`config.mk`:
```
export PLATFORM = sky130hd
export DESIGN_NAME = cnn_top
export DESIGN_NICKNAME = d
export VERILOG_FILES = /design/src/cnn_map_pkg.sv /design/src/cnn_types_pkg.sv /design/src/feature_mem_if.sv /design/src/cnn_top.sv /design/src/maxpool_layer.sv /design/src/conv_layer.sv /design/src/feature_mem.sv /design/src/input_store.sv /design/src/cnn_bus_ctrl.sv
export SDC_FILE = /design/constraint.sdc
export NUM_CORES = 2
export LEC_CHECK = 0
export BUFFER_PORTS_ARGS = -buffer_cell sky130_fd_sc_hd__buf_2
export CAP_MARGIN = 10
export CORE_AREA = 2 2 348 350
export DETAILED_ROUTE_END_ITERATION = 6
export DIE_AREA = 0 0 350 352
export GPL_TIMING_DRIVEN = 0
export PLACE_DENSITY = 0.73
export SYNTH_ARGS = -nofsm -noshare
export SYNTH_HDL_FRONTEND = slang
export SYNTH_SLANG_ARGS = --single-unit
```
`constraint.sdc`:
```
create_clock -name clk -period 8.5 [get_ports clk]
set_clock_uncertainty 0.1 [all_clocks]
set_input_delay 0.425 -clock clk [delete_from_list [all_inputs] [get_ports clk]]
set_output_delay 0.425 -clock clk [all_outputs]
set_load 0.005 [all_outputs]
```
`src/cnn_map_pkg.sv`:
```
package cnn_map_pkg;

	typedef logic [31:0] bus_addr_t;

	// word per pixel, row-major
	localparam bus_addr_t PIXEL_BASE = 32'h1000_0000;

	// word per weight, row-major kernel order
	localparam bus_addr_t WEIGHT_BASE = 32'h2000_0000;

	localparam bus_addr_t BIAS_ADDR = 32'h3000_0000;

	// bit 0 of wdata starts a run
	localparam bus_addr_t CTRL_ADDR = 32'h4000_0000;
	localparam bus_addr_t IRQ_CLR_ADDR = 32'h4000_0004;
	localparam bus_addr_t STATUS_ADDR = 32'h4000_0008;

	// pooled map, row-major
	localparam bus_addr_t RESULT_BASE = 32'hd000_0000;

	// status word layout
	localparam int STATUS_BUSY_BIT = 0;
	localparam int STATUS_IRQ_BIT = 1;

endpackage

```
`src/cnn_types_pkg.sv`:
```
package cnn_types_pkg;

	// raw image pixel
	typedef logic [7:0] pixel_t;

	// kernel weight
	typedef logic signed [7:0] weight_t;

	typedef logic signed [15:0] bias_t;

	// nine 17-bit products plus bias fit with room to spare
	typedef logic signed [23:0] acc_t;

	// activation after relu, saturated at 16 bits
	typedef logic [15:0] feature_t;

	// row or column index into any map
	typedef logic [7:0] coord_t;

endpackage
```
`src/feature_mem_if.sv`:
```
`timescale 1ns/1ps
interface feature_mem_if
	import cnn_types_pkg::*;
();
	// write side, owned by the producing layer
	logic save_en;
	coord_t save_row;
	coord_t save_col;
	feature_t save_data;

	// read side, owned by the consumer
	logic rd_en;
	coord_t rd_row;
	coord_t rd_col;
	feature_t rd_data;

	modport writer (output save_en, output save_row, output save_col, output save_data);

	modport reader (output rd_en, output rd_row, output rd_col, input rd_data);

	modport mem (
		input save_en,
		input save_row,
		input save_col,
		input save_data,
		input rd_en,
		input rd_row,
		input rd_col,
		output rd_data
	);
endinterface

```
`src/cnn_top.sv`:
```
`timescale 1ns/1ps
module cnn_top
	import cnn_types_pkg::*;
	import cnn_map_pkg::*;
#(
	parameter int IMG_SIZE = 8
)
(
	input logic clk,
	input logic rst,
	input bus_addr_t araddr,
	input logic arvalid,
	input logic [31:0] wdata,
	input logic wvalid,
	input bus_addr_t awaddr,
	input logic awvalid,
	output logic [31:0] rdata,
	output logic interrupt
);
	localparam int CONV_SIZE = IMG_SIZE - 2;
	localparam int POOL_SIZE = CONV_SIZE / 2;

	logic start;
	logic conv_done;
	logic pool_done;
	logic pixel_we;
	logic weight_we;
	logic bias_we;
	logic [2*$bits(coord_t)-1:0] load_index;
	logic [15:0] load_data;
	coord_t pixel_row;
	coord_t pixel_col;
	pixel_t pixel_data;
	weight_t [8:0] weights;
	bias_t bias;

	// conv output map, then pooled map
	feature_mem_if conv_fm ();
	feature_mem_if pool_fm ();

	cnn_bus_ctrl #(.IMG_SIZE(IMG_SIZE)) ctrl (
		.clk(clk),
		.rst(rst),
		.awaddr(awaddr),
		.awvalid(awvalid),
		.wdata(wdata),
		.wvalid(wvalid),
		.araddr(araddr),
		.arvalid(arvalid),
		.pool_done(pool_done),
		.rdata(rdata),
		.interrupt(interrupt),
		.start(start),
		.pixel_we(pixel_we),
		.weight_we(weight_we),
		.bias_we(bias_we),
		.load_index(load_index),
		.load_data(load_data),
		.res(pool_fm)
	);

	input_store #(.IMG_SIZE(IMG_SIZE)) in_store (
		.clk(clk),
		.rst(rst),
		.pixel_we(pixel_we),
		.weight_we(weight_we),
		.bias_we(bias_we),
		.load_index(load_index),
		.load_data(load_data),
		.pixel_row(pixel_row),
		.pixel_col(pixel_col),
		.pixel_data(pixel_data),
		.weights(weights),
		.bias(bias)
	);

	conv_layer #(.IMG_SIZE(IMG_SIZE)) conv (
		.clk(clk),
		.rst(rst),
		.start(start),
		.pixel_data(pixel_data),
		.weights(weights),
		.bias(bias),
		.pixel_row(pixel_row),
		.pixel_col(pixel_col),
		.conv_done(conv_done),
		.out(conv_fm)
	);

	feature_mem #(.SIZE(CONV_SIZE)) conv_mem (
		.clk(clk),
		.rst(rst),
		.mem(conv_fm)
	);

	maxpool_layer #(.IN_SIZE(CONV_SIZE)) pool (
		.clk(clk),
		.rst(rst),
		.start(conv_done),
		.pool_done(pool_done),
		.src(conv_fm),
		.dst(pool_fm)
	);

	feature_mem #(.SIZE(POOL_SIZE)) pool_mem (
		.clk(clk),
		.rst(rst),
		.mem(pool_fm)
	);

endmodule

```
`src/maxpool_layer.sv`:
```
`timescale 1ns/1ps
module maxpool_layer
	import cnn_types_pkg::*;
#(
	parameter int IN_SIZE = 6
)
(
	input logic clk,
	input logic rst,
	input logic start,
	output logic pool_done,
	feature_mem_if.reader src,
	feature_mem_if.writer dst
);
	typedef enum logic [1:0] {st_idle, st_read, st_drain, st_store} pool_state_t;

	// odd trailing row and column drop out here
	localparam coord_t LAST_POS = coord_t'(IN_SIZE / 2 - 1);

	pool_state_t state;
	coord_t prow;
	coord_t pcol;
	logic [1:0] tap;
	feature_t maxv;
	logic last_pos;

	always_comb
	begin
		last_pos = (prow == LAST_POS) && (pcol == LAST_POS);
		src.rd_en = (state == st_read);
		src.rd_row = (prow << 1) + coord_t'(tap[1]);
		src.rd_col = (pcol << 1) + coord_t'(tap[0]);
		dst.save_en = (state == st_store);
		dst.save_row = prow;
		dst.save_col = pcol;
		dst.save_data = maxv;
	end

	// rd_data trails the request by one cycle
	always_ff @(posedge clk)
	begin
		if (state == st_read && tap == 2'd1)
			maxv <= src.rd_data;
		else if ((state == st_read && tap != 2'd0) || state == st_drain)
		begin
			if (src.rd_data > maxv)
				maxv <= src.rd_data;
		end
	end

	always_ff @(posedge clk)
	begin
		if (rst)
		begin
			state <= st_idle;
			prow <= '0;
			pcol <= '0;
			tap <= '0;
			pool_done <= 1'b0;
		end
		else
		begin
			pool_done <= 1'b0;
			case (state)
				st_idle:
				begin
					if (start)
					begin
						prow <= '0;
						pcol <= '0;
						tap <= '0;
						state <= st_read;
					end
				end
				st_read:
				begin
					tap <= tap + 2'd1;
					if (tap == 2'd3)
						state <= st_drain;
				end
				st_drain: state <= st_store;
				st_store:
				begin
					tap <= '0;
					if (last_pos)
					begin
						pool_done <= 1'b1;
						state <= st_idle;
					end
					else
					begin
						if (pcol == LAST_POS)
						begin
							pcol <= '0;
							prow <= prow + 8'd1;
						end
						else
							pcol <= pcol + 8'd1;
						state <= st_read;
					end
				end
				default: state <= st_idle;
			endcase
		end
	end

endmodule

```
`src/conv_layer.sv`:
```
`timescale 1ns/1ps
module conv_layer
	import cnn_types_pkg::*;
#(
	parameter int IMG_SIZE = 8
)
(
	input logic clk,
	input logic rst,
	input logic start,
	input pixel_t pixel_data,
	input weight_t [8:0] weights,
	input bias_t bias,
	output coord_t pixel_row,
	output coord_t pixel_col,
	output logic conv_done,
	feature_mem_if.writer out
);
	typedef enum logic [1:0] {st_idle, st_fetch, st_accumulate, st_store} conv_state_t;

	// last valid output row and column
	localparam coord_t LAST_POS = coord_t'(IMG_SIZE - 3);

	conv_state_t state;
	coord_t orow;
	coord_t ocol;
	logic [1:0] kr;
	logic [1:0] kc;
	logic [1:0] kr_n;
	logic [1:0] kc_n;
	logic last_tap;
	logic last_pos;
	logic [3:0] widx;
	weight_t w_cur;
	logic signed [16:0] prod;
	acc_t acc;

	always_comb
	begin
		last_tap = (kr == 2'd2) && (kc == 2'd2);
		last_pos = (orow == LAST_POS) && (ocol == LAST_POS);
		kc_n = (kc == 2'd2) ? 2'd0 : kc + 2'd1;
		kr_n = (kc == 2'd2) ? kr + 2'd1 : kr;
		widx = {2'b00, kr} * 4'd3 + {2'b00, kc};
		w_cur = weights[widx];
		// pixels are unsigned, widen before the signed multiply
		prod = $signed({1'b0, pixel_data}) * w_cur;
	end

	// address runs one tap ahead of the data
	always_comb
	begin
		if (state == st_accumulate && !last_tap)
		begin
			pixel_row = orow + coord_t'(kr_n);
			pixel_col = ocol + coord_t'(kc_n);
		end
		else
		begin
			pixel_row = orow;
			pixel_col = ocol;
		end
	end

	// relu then saturate to 16 bits
	always_comb
	begin
		if (acc < 0)
			out.save_data = '0;
		else if (acc > 24'sd65535)
			out.save_data = '1;
		else
			out.save_data = feature_t'(acc);
		out.save_en = (state == st_store);
		out.save_row = orow;
		out.save_col = ocol;
	end

	always_ff @(posedge clk)
	begin
		if (rst)
		begin
			state <= st_idle;
			orow <= '0;
			ocol <= '0;
			kr <= '0;
			kc <= '0;
			conv_done <= 1'b0;
		end
		else
		begin
			conv_done <= 1'b0;
			case (state)
				st_idle:
				begin
					if (start)
					begin
						orow <= '0;
						ocol <= '0;
						state <= st_fetch;
					end
				end
				st_fetch:
				begin
					kr <= '0;
					kc <= '0;
					state <= st_accumulate;
				end
				st_accumulate:
				begin
					kr <= kr_n;
					kc <= kc_n;
					if (last_tap)
						state <= st_store;
				end
				st_store:
				begin
					if (last_pos)
					begin
						conv_done <= 1'b1;
						state <= st_idle;
					end
					else
					begin
						if (ocol == LAST_POS)
						begin
							ocol <= '0;
							orow <= orow + 8'd1;
						end
						else
							ocol <= ocol + 8'd1;
						state <= st_fetch;
					end
				end
				default: state <= st_idle;
			endcase
		end
	end

	always_ff @(posedge clk)
	begin
		if (state == st_fetch)
			acc <= acc_t'(bias);
		else if (state == st_accumulate)
			acc <= acc + acc_t'(prod);
	end

endmodule

```
`src/feature_mem.sv`:
```
`timescale 1ns/1ps
module feature_mem
	import cnn_types_pkg::*;
#(
	parameter int SIZE = 6
)
(
	input logic clk,
	input logic rst,
	feature_mem_if.mem mem
);
	localparam int DEPTH = SIZE * SIZE;
	localparam int AW = (DEPTH > 1) ? $clog2(DEPTH) : 1;
	localparam coord_t DIM = coord_t'(SIZE);

	feature_t store [DEPTH];
	logic [AW-1:0] waddr;
	logic [AW-1:0] raddr;

	// row-major flattening
	always_comb
	begin
		waddr = AW'(mem.save_row * SIZE + mem.save_col);
		raddr = AW'(mem.rd_row * SIZE + mem.rd_col);
	end

	always_ff @(posedge clk)
	begin
		if (mem.save_en)
			store[waddr] <= mem.save_data;
	end

	// read word holds until the next request
	always_ff @(posedge clk)
	begin
		if (rst)
			mem.rd_data <= '0;
		else if (mem.rd_en)
			mem.rd_data <= store[raddr];
	end

	a_save_in_range: assert property (@(posedge clk) disable iff (rst)
		mem.save_en |-> (mem.save_row < DIM) && (mem.save_col < DIM));

	a_read_in_range: assert property (@(posedge clk) disable iff (rst)
		mem.rd_en |-> (mem.rd_row < DIM) && (mem.rd_col < DIM));

endmodule

```
`src/input_store.sv`:
```
`timescale 1ns/1ps
module input_store
	import cnn_types_pkg::*;
#(
	parameter int IMG_SIZE = 8
)
(
	input logic clk,
	input logic rst,
	input logic pixel_we,
	input logic weight_we,
	input logic bias_we,
	input logic [2*$bits(coord_t)-1:0] load_index,
	input logic [15:0] load_data,
	input coord_t pixel_row,
	input coord_t pixel_col,
	output pixel_t pixel_data,
	output weight_t [8:0] weights,
	output bias_t bias
);
	localparam int PIX_N = IMG_SIZE * IMG_SIZE;
	localparam int PIX_W = $clog2(PIX_N);
	localparam logic [15:0] PIX_LIMIT = 16'(PIX_N);

	pixel_t pix_mem [PIX_N];
	logic [PIX_W-1:0] rd_idx;

	assign rd_idx = PIX_W'(pixel_row * IMG_SIZE + pixel_col);

	always_ff @(posedge clk)
	begin
		if (pixel_we)
			pix_mem[load_index[PIX_W-1:0]] <= load_data[7:0];
		pixel_data <= pix_mem[rd_idx];
	end

	always_ff @(posedge clk)
	begin
		if (rst)
		begin
			weights <= '0;
			bias <= '0;
		end
		else
		begin
			if (weight_we)
				weights[load_index[3:0]] <= weight_t'(load_data[7:0]);
			if (bias_we)
				bias <= bias_t'(load_data);
		end
	end

	// the bus decoder only forwards in-range pixel writes
	a_pixel_index: assert property (@(posedge clk) disable iff (rst)
		pixel_we |-> load_index < PIX_LIMIT);

endmodule

```
`src/cnn_bus_ctrl.sv`:
```
`timescale 1ns/1ps
module cnn_bus_ctrl
	import cnn_types_pkg::*;
	import cnn_map_pkg::*;
#(
	parameter int IMG_SIZE = 8
)
(
	input logic clk,
	input logic rst,
	input bus_addr_t awaddr,
	input logic awvalid,
	input logic [31:0] wdata,
	input logic wvalid,
	input bus_addr_t araddr,
	input logic arvalid,
	input logic pool_done,
	output logic [31:0] rdata,
	output logic interrupt,
	output logic start,
	output logic pixel_we,
	output logic weight_we,
	output logic bias_we,
	output logic [2*$bits(coord_t)-1:0] load_index,
	output logic [15:0] load_data,
	feature_mem_if.reader res
);
	localparam int RES_SIZE = (IMG_SIZE - 2) / 2;
	localparam bus_addr_t PIXEL_END = PIXEL_BASE + bus_addr_t'(4 * IMG_SIZE * IMG_SIZE);
	localparam bus_addr_t WEIGHT_END = WEIGHT_BASE + bus_addr_t'(4 * 9);
	localparam bus_addr_t RESULT_END = RESULT_BASE + bus_addr_t'(4 * RES_SIZE * RES_SIZE);
	localparam logic [15:0] RES_DIM = 16'(RES_SIZE);

	logic wr;
	logic pixel_hit;
	logic weight_hit;
	logic bias_hit;
	logic ctrl_hit;
	logic clr_hit;
	logic res_hit;
	logic status_hit;
	logic start_set;
	logic busy;
	logic [15:0] res_idx;
	logic [31:0] status_word;
	logic [31:0] status_q;
	logic rd_v;
	logic rd_status;
	logic rd_result;

	always_comb
	begin
		wr = awvalid && wvalid;
		pixel_hit = (awaddr >= PIXEL_BASE) && (awaddr < PIXEL_END) && (awaddr[1:0] == 2'b00);
		weight_hit = (awaddr >= WEIGHT_BASE) && (awaddr < WEIGHT_END) && (awaddr[1:0] == 2'b00);
		bias_hit = (awaddr == BIAS_ADDR);
		ctrl_hit = (awaddr == CTRL_ADDR);
		clr_hit = (awaddr == IRQ_CLR_ADDR);
		start_set = wr && ctrl_hit && wdata[0] && !busy;
	end

	// all bases are 256MB aligned, so word index is just the low address bits
	always_comb
	begin
		res_hit = (araddr >= RESULT_BASE) && (araddr < RESULT_END) && (araddr[1:0] == 2'b00);
		status_hit = (araddr == STATUS_ADDR);
		res_idx = araddr[17:2];
		res.rd_en = arvalid && res_hit;
		res.rd_row = coord_t'(res_idx / RES_DIM);
		res.rd_col = coord_t'(res_idx % RES_DIM);
		status_word = '0;
		status_word[STATUS_BUSY_BIT] = busy;
		status_word[STATUS_IRQ_BIT] = interrupt;
	end

	always_ff @(posedge clk)
	begin
		if (rst)
		begin
			busy <= 1'b0;
			interrupt <= 1'b0;
			start <= 1'b0;
			pixel_we <= 1'b0;
			weight_we <= 1'b0;
			bias_we <= 1'b0;
		end
		else
		begin
			start <= start_set;
			pixel_we <= wr && pixel_hit && !busy;
			weight_we <= wr && weight_hit && !busy;
			bias_we <= wr && bias_hit && !busy;
			if (start_set)
				busy <= 1'b1;
			else if (pool_done)
				busy <= 1'b0;
			// completion wins over a clear in the same cycle
			if (pool_done)
				interrupt <= 1'b1;
			else if (wr && clr_hit)
				interrupt <= 1'b0;
		end
	end

	always_ff @(posedge clk)
	begin
		if (wr)
		begin
			load_index <= awaddr[17:2];
			load_data <= wdata[15:0];
		end
		if (arvalid)
			status_q <= status_word;
	end

	// stage 1 waits on the feature memory and stage 2 muxes into rdata
	always_ff @(posedge clk)
	begin
		if (rst)
		begin
			rd_v <= 1'b0;
			rd_status <= 1'b0;
			rd_result <= 1'b0;
			rdata <= '0;
		end
		else
		begin
			rd_v <= arvalid;
			rd_status <= arvalid && status_hit;
			rd_result <= arvalid && res_hit;
			if (rd_v)
			begin
				if (rd_result)
					rdata <= 32'(res.rd_data);
				else if (rd_status)
					rdata <= status_q;
				else
					rdata <= '0;
			end
		end
	end

	// pooling can only finish inside a run that start opened
	a_done_while_busy: assert property (@(posedge clk) disable iff (rst)
		pool_done |-> busy);

endmodule

```
======== Word-level counts from Yosys, hierarchy flattened ========
Memories as Yosys holds them, arrays and structs flattened. A register that Yosys moved wholly into a read port is not among the register bits.
Index checks and enable logic that the tools add are counted.
word-level totals
  register bits ........................... 237
  latch bits .............................. 0
  bits in writable memories ............... 1,232
  ROM bits ................................ 0
  input bits .............................. 101
  word-level logic and storage cells ...... 213
  memories ................................ 3
operators by class
  add/sub/neg operators ................... 18
  multiply operators ...................... 6
  div/mod/pow operators ................... 2
  magnitude comparators ................... 12
  eq/ne operators ......................... 26
  shift operators ......................... 0
  mux-type cells .......................... 56
  bitwise logic cells ..................... 2
  reductions and logical operators ........ 52
memory list
  name              words  width  rd ports  clocked after Yosys merged registers in  write ports  RTL line           RTL
  conv_mem.store    36     16     1         1                                        1            feature_mem.sv:16  feature_t store [DEPTH];
  in_store.pix_mem  64     8      1         1                                        1            input_store.sv:25  pixel_t pix_mem [PIX_N];
  pool_mem.store    9      16     1         1                                        1            feature_mem.sv:16
operators by type and width
  cell                                                                      number
  32-bit by 31-bit == test with 1-bit output (second input constant)        3
  8-bit 2-to-1 mux                                                          12
  16-bit 2-to-1 mux                                                         5
  72-bit bitwise mux                                                        1
  8-bit case mux with 2 select lines                                        4
  24-bit 2-to-1 mux                                                         2
  8-bit by 1-bit adder with 8-bit output (second input constant)            4
  8-bit binary-select mux with 4-bit select                                 1
  8-bit demux with 4-bit select                                             1
  32-bit by 30-bit == test with 1-bit output (second input constant)        1
  32-bit by 29-bit >= comparator with 1-bit output (second input constant)  1
  32-bit by 30-bit >= comparator with 1-bit output (second input constant)  1
  32-bit >= comparator (second input constant)                              1
  32-bit by 29-bit < comparator with 1-bit output (second input constant)   1
  32-bit by 30-bit < comparator with 1-bit output (second input constant)   1
  32-bit < comparator (second input constant)                               1
  32-bit 2-to-1 mux                                                         1
  1-bit logical AND                                                         26
  24-bit by 17-bit adder with 24-bit output                                 1
  24-bit by 17-bit > comparator with 1-bit output (second input constant)   1
  24-bit by 1-bit < comparator with 1-bit output (second input constant)    1
  6-bit adder                                                               3
  9-bit by 8-bit multiplier with 17-bit output                              1
  16-bit by 2-bit divider with 16-bit output (second input constant)        1
  other kinds (37)                                                          99

======== Longest topological paths before layout ========
  word-level depth ........................ 8
  gate-level depth with buffers ........... 33
  gate-level depth less buffers ........... 32

======== Hierarchy ========
Synthesis repeated with hierarchy kept, for this count alone.
unflattened totals
  cell total of the unflattened synthesis .. 4,052
  area, all modules ....................... 66,073.4 µm²
modules (own cells, without submodules)
  module                  times used  cells each  area each (µm²)  sequential area each (µm²)
  feature_mem (conv_mem)  1           1,085       23,513.8         17,616.9
  input_store             1           1,280       23,381.2         17,296.6
  conv_layer              1           714         6,687.7          1,181.1
  feature_mem (pool_mem)  1           315         6,346.1          4,644.5
  cnn_bus_ctrl            1           424         3,823.7          1,521.5
  maxpool_layer           1           234         2,321.0          900.9

======== Least setup slack after synthesis ========
No wires, ideal clock.
  path type ............................... register to register
  start point ............................. register conv.kc[1]
  end point ............................... register conv.acc[22], data pin
  arrival time ............................ 8,402 ps
  path slack .............................. -160 ps
  cell stages (with the launch flop) ...... 32
  path buffers ............................ 2
  period minus slack after synthesis ...... 8,660 ps
  path through ............................ dfxtp_1 > fa_1 > ha_1 > inv_1 > fa_1 > clkbuf_1 > nor4b_1 > a22o_1 > clkbuf_1 > nand2b_1 > fa_1 > fa_1 > inv_1 > fa_1 > fa_1 > inv_1 > fa_1 > inv_1 > ha_1 > a21oi_1 > o21bai_1 > a21oi_1 > o21bai_1 > a21oi_1 > o21bai_1 > a21oi_1 > o21bai_1 > a21oi_1 > o21ai_0 > a31o_2 > a211o_1 > o211ai_1
on the way
  cells in the longest elaborated chain, start to end .. 7
ends and longest elaborated chain
  what                                          RTL line           RTL
  from (decl)                                   conv_layer.sv:28   logic [1:0] kc;
  from (signal assigned)                        conv_layer.sv:112  kc <= kc_n;
  4-bit by 2-bit adder with 4-bit output        conv_layer.sv:44   widx = {2'b00, kr} * 4'd3 + {2'b00, kc};
  8-bit binary-select mux with 4-bit select     conv_layer.sv:45   w_cur = weights[widx];
  8-bit 2-to-1 mux (not written as such)        conv_layer.sv:45
  9-bit by 8-bit multiplier with 17-bit output  conv_layer.sv:47   prod = $signed({1'b0, pixel_data}) * w_cur;
  24-bit by 17-bit adder with 24-bit output     conv_layer.sv:145  acc <= acc + acc_t'(prod);
  24-bit 2-to-1 mux                             conv_layer.sv:144  else if (state == st_accumulate)
  24-bit 2-to-1 mux                             conv_layer.sv:142  if (state == st_fetch)
  to (signal assigned)                          conv_layer.sv:143  acc <= acc_t'(bias);
  to (signal assigned)                          conv_layer.sv:145
  to (decl)                                     conv_layer.sv:36   acc_t acc;
Every way passes these cells. The select of a mux whose other input is x is not followed.
A chain may end at the register's enable or synchronous reset.

======== Worst setup path in the final report ========
Same ends and word-level chain as after synthesis.

==> run metrics <==
clock network power share=~39%; H-tree depth=4; Switch Pwr=~3900 uW; Cell Pwr Density=between 200 and 250 nW/um^2; total CTS buffers=146; ANT cells=0; Synth Area per Inst=around 17 um^2; Area contributors post-synth=edfxtp_1 61%, mux4_2 14%, dfxtp_1 6.2%, ha_1 2.7%, fa_1 2.1%; Area Overhead vs Synth=14.31%; grt ovf=0; Seq pwr share=48.8%; post-route clock period utilization=95.67%; Worst-path clk slew=~0.060 ns; crit path time final=8.132 ns; Overall Global Routing Usage=24.29%; Port Buffers=97; post-route insts no fill=5779; leading area contributor after synthesis=edfxtp_1; die area=123200 um^2; simple-gate share of the synthesized area=around 5.7%; cell at the slowest stage of the critical path=fa_1; worst slew pin tran=1.192 ns; internal power=~12000 uW; ys flop type=edfxtp_1; post-DP HPWL=a little under 100 mm; EDFF count, synth=1296; Die Height=352 um; sequential-to-total area share from yosys stat=roughly 67%; vias in the first global route=between 30000 and 40000; Seq cells post-synth=1493; CP Buf/Inv Count=7; switch share=23.99%; Post-Syn Area=about 64000 um^2; max frequency=123.0 MHz; DP Cell Count=about 5500; CP most frequent cell=fa_1; count of final max-slew check failures=0; largest net degree at the start of global routing=37; vias per cell=6.053; Core ar.=119300 um^2; drt first pass iters=6; Synth cell types=94; Nets=between 4000 and 5000; FFs w/ async S/R, synth=0%; Critical Path RT=9.00 ns; leading cell type by number of instances after synthesis=edfxtp_1; root buffer cell=clkbuf_16; Leakage=0.02453 uW; TNS Setup=0 ns; max-cap violations=0; Max VDD drop=~0.19 mV; final wirelength=around 150 mm; final setup vio count=0; Starting Density=53.61%; clock latency on the worst-skew pair=0.78 ns; CTS tree=built; DR vias=34980; YS warnings=0; Layout Utilization=61.29%; Post-synth top cells=1296 x edfxtp_1, 392 x mux4_2, 300 x nor2_1; number of sinks on the clock net=1493; Crit path largest cell delay=0.59 ns; starting DRC count in detailed routing=3850; DRT antenna net count=0; outcome=complete, no violations; FP Rows=127; worst hold path type=in -> reg; arrival time worst endpoint=~8.6 ns; final count of hold timing violations=0; Final GP Congestion=0.8897; final hold slack=0.07411 ns; DRC viols=0; share of the synthesized area in the top cell type=60.83%; Routed WL per cell=25.69 um; compound-gate portion of the synthesized area=~3.2%; Crit Path Category=reg -> reg; CP top delay family=adder cells; Post-Synth Adder-Cell Area=4.850%; Max Fanout on Critical Path=8; Crit. End Element=register; Synth Area in XOR/XNOR=approximately 1%; mux contribution to synthesized area=16.03%; crit start category=register; # IOs=about 130; Synth Instances=3701; die width=350 um; Clock Path Buffers=3; share of cells above drive strength 1=22.17%; global-route wire length before repair=222.1 mm; Slew headroom=20.52%; initial antenna violation count=2; largest family of logic cells by synthesized area=multiplexers; Logic pwr share=12.3%
==> routing by layer <==
layer	vias to the layer above	wire length, um	track usage [%]
met2	1643	70380	38.09
met1	17950	60390	34.38
met4	0	4461	8.207
li1	15140	-	-
met5	-	0	0
met3	249	13230	4.795
==> path summary, 6_finish.rpt <==
path,start,endpoint,slack [ns],cells after the start
setup / recovery,conv.kc[1]$_SDFFE_PP0P_,conv.acc[22]$_DFFE_PP_,0.37,32
hold / removal,awaddr[20],ctrl.bias_we$_SDFF_PP0_,0.07,5
setup reg to reg,conv.kc[1]$_SDFFE_PP0P_,conv.acc[22]$_DFFE_PP_,0.37,32
hold reg to reg,in_store.weights[5]$_SDFFE_PP0P_,in_store.weights[5]$_SDFFE_PP0P_,0.36,2
==> through the flow <==
| step | area [um^2] | setup slack (ns) | power [uW] |
|---|---|---|---|
| 2_1_floorplan | 64040 | 0.1418 | 9477 |
| 3_3_place_gp | 66550 | -1.128 | 10070 |
| 3_5_place_dp | 67960 | -1.129 | 10120 |
| 4_1_cts | 73000 | 0.05689 | 16420 |
| 5_1_grt | 73140 | -0.01030 | 16830 |
| 6_report | 73140 | 0.3678 | 16350 |
==> area by class of cell <==
class                      instances  area (um^2)
clock inverter                    75        753.2
inverter                         155        581.8
buffer                           196        835.8
tap                             1612         2017
clock buffer                     188         3916
multi-input combinational       1867        20180
timing repair buffer             193         1988
fill                            8236        46200
sequential                      1493        42870
==> cell usage in the layout, fill, tap and decap left out, types with 33 or more instances in the layout <==
master	synthesis	layout
ha_1	140	138
xnor2_1	53	52
nor2_2	0	45
fa_1	67	66
clkbuf_1	133	164
nor3_1	37	33
buf_1	42	40
clkbuf_16	0	150
buf_2	5	104
inv_1	151	151
a21oi_1	91	82
mux2i_1	127	127
nand2_1	120	120
dfxtp_1	197	195
o21ai_0	47	46
nand3_1	58	58
nand2b_1	43	43
nor2_1	300	252
edfxtp_1	1296	1296
mux4_2	392	392
==> cells by family (layout without fill, tap and decap cells) <==
kind of cell             Yosys count  count (layout)
AO/OA/AOI/OAI                    289             289
XOR/XNOR                          75              75
adder cells (fa/ha/maj)          208             208
buffers and inverters            356             807
flip-flops                      1493            1493
multiplexers                     533             533
other                              1              16
AND/OR/NAND/NOR                  746             746
==> worst reg2reg max path: cells and delay by family (launching register included) <==
family          cells  cell delay (ns)
buf+inv             7             0.57
simple gates        2             0.39
fa+ha+maj           9             4.12
compound gates     14             2.44
flops               1             0.35
==> power by group through the flow <==
stage                     sequential [uW]  combinational (uW)  clock, uW
after floorplan                      8140                1340          0
after detailed placement             8140                1980          0
final                                7990                2010       6350
after global placement               8180                1890          0
after CTS                            7990                2010       6430
after global routing                 7990                2140       6700
==> repair_timing <==
action | CTS | global route
buffers inserted | 4 | 2
gates resized for setup | 14 | 23
pin swaps | 1 | 3
hold buffers | 31 | 0
endpoints found under the setup margin | 12 | 7
endpoints found under the hold margin | 30 | 0
==> registers in the layout (all words and copies together) (netlist names), 24 cells and up <==
register	flops
conv_mem.store	576
in_store.pix_mem	512
pool_mem.store	144
in_store.weights	72
conv.acc	24
Power figures use the tool's default switching activity.
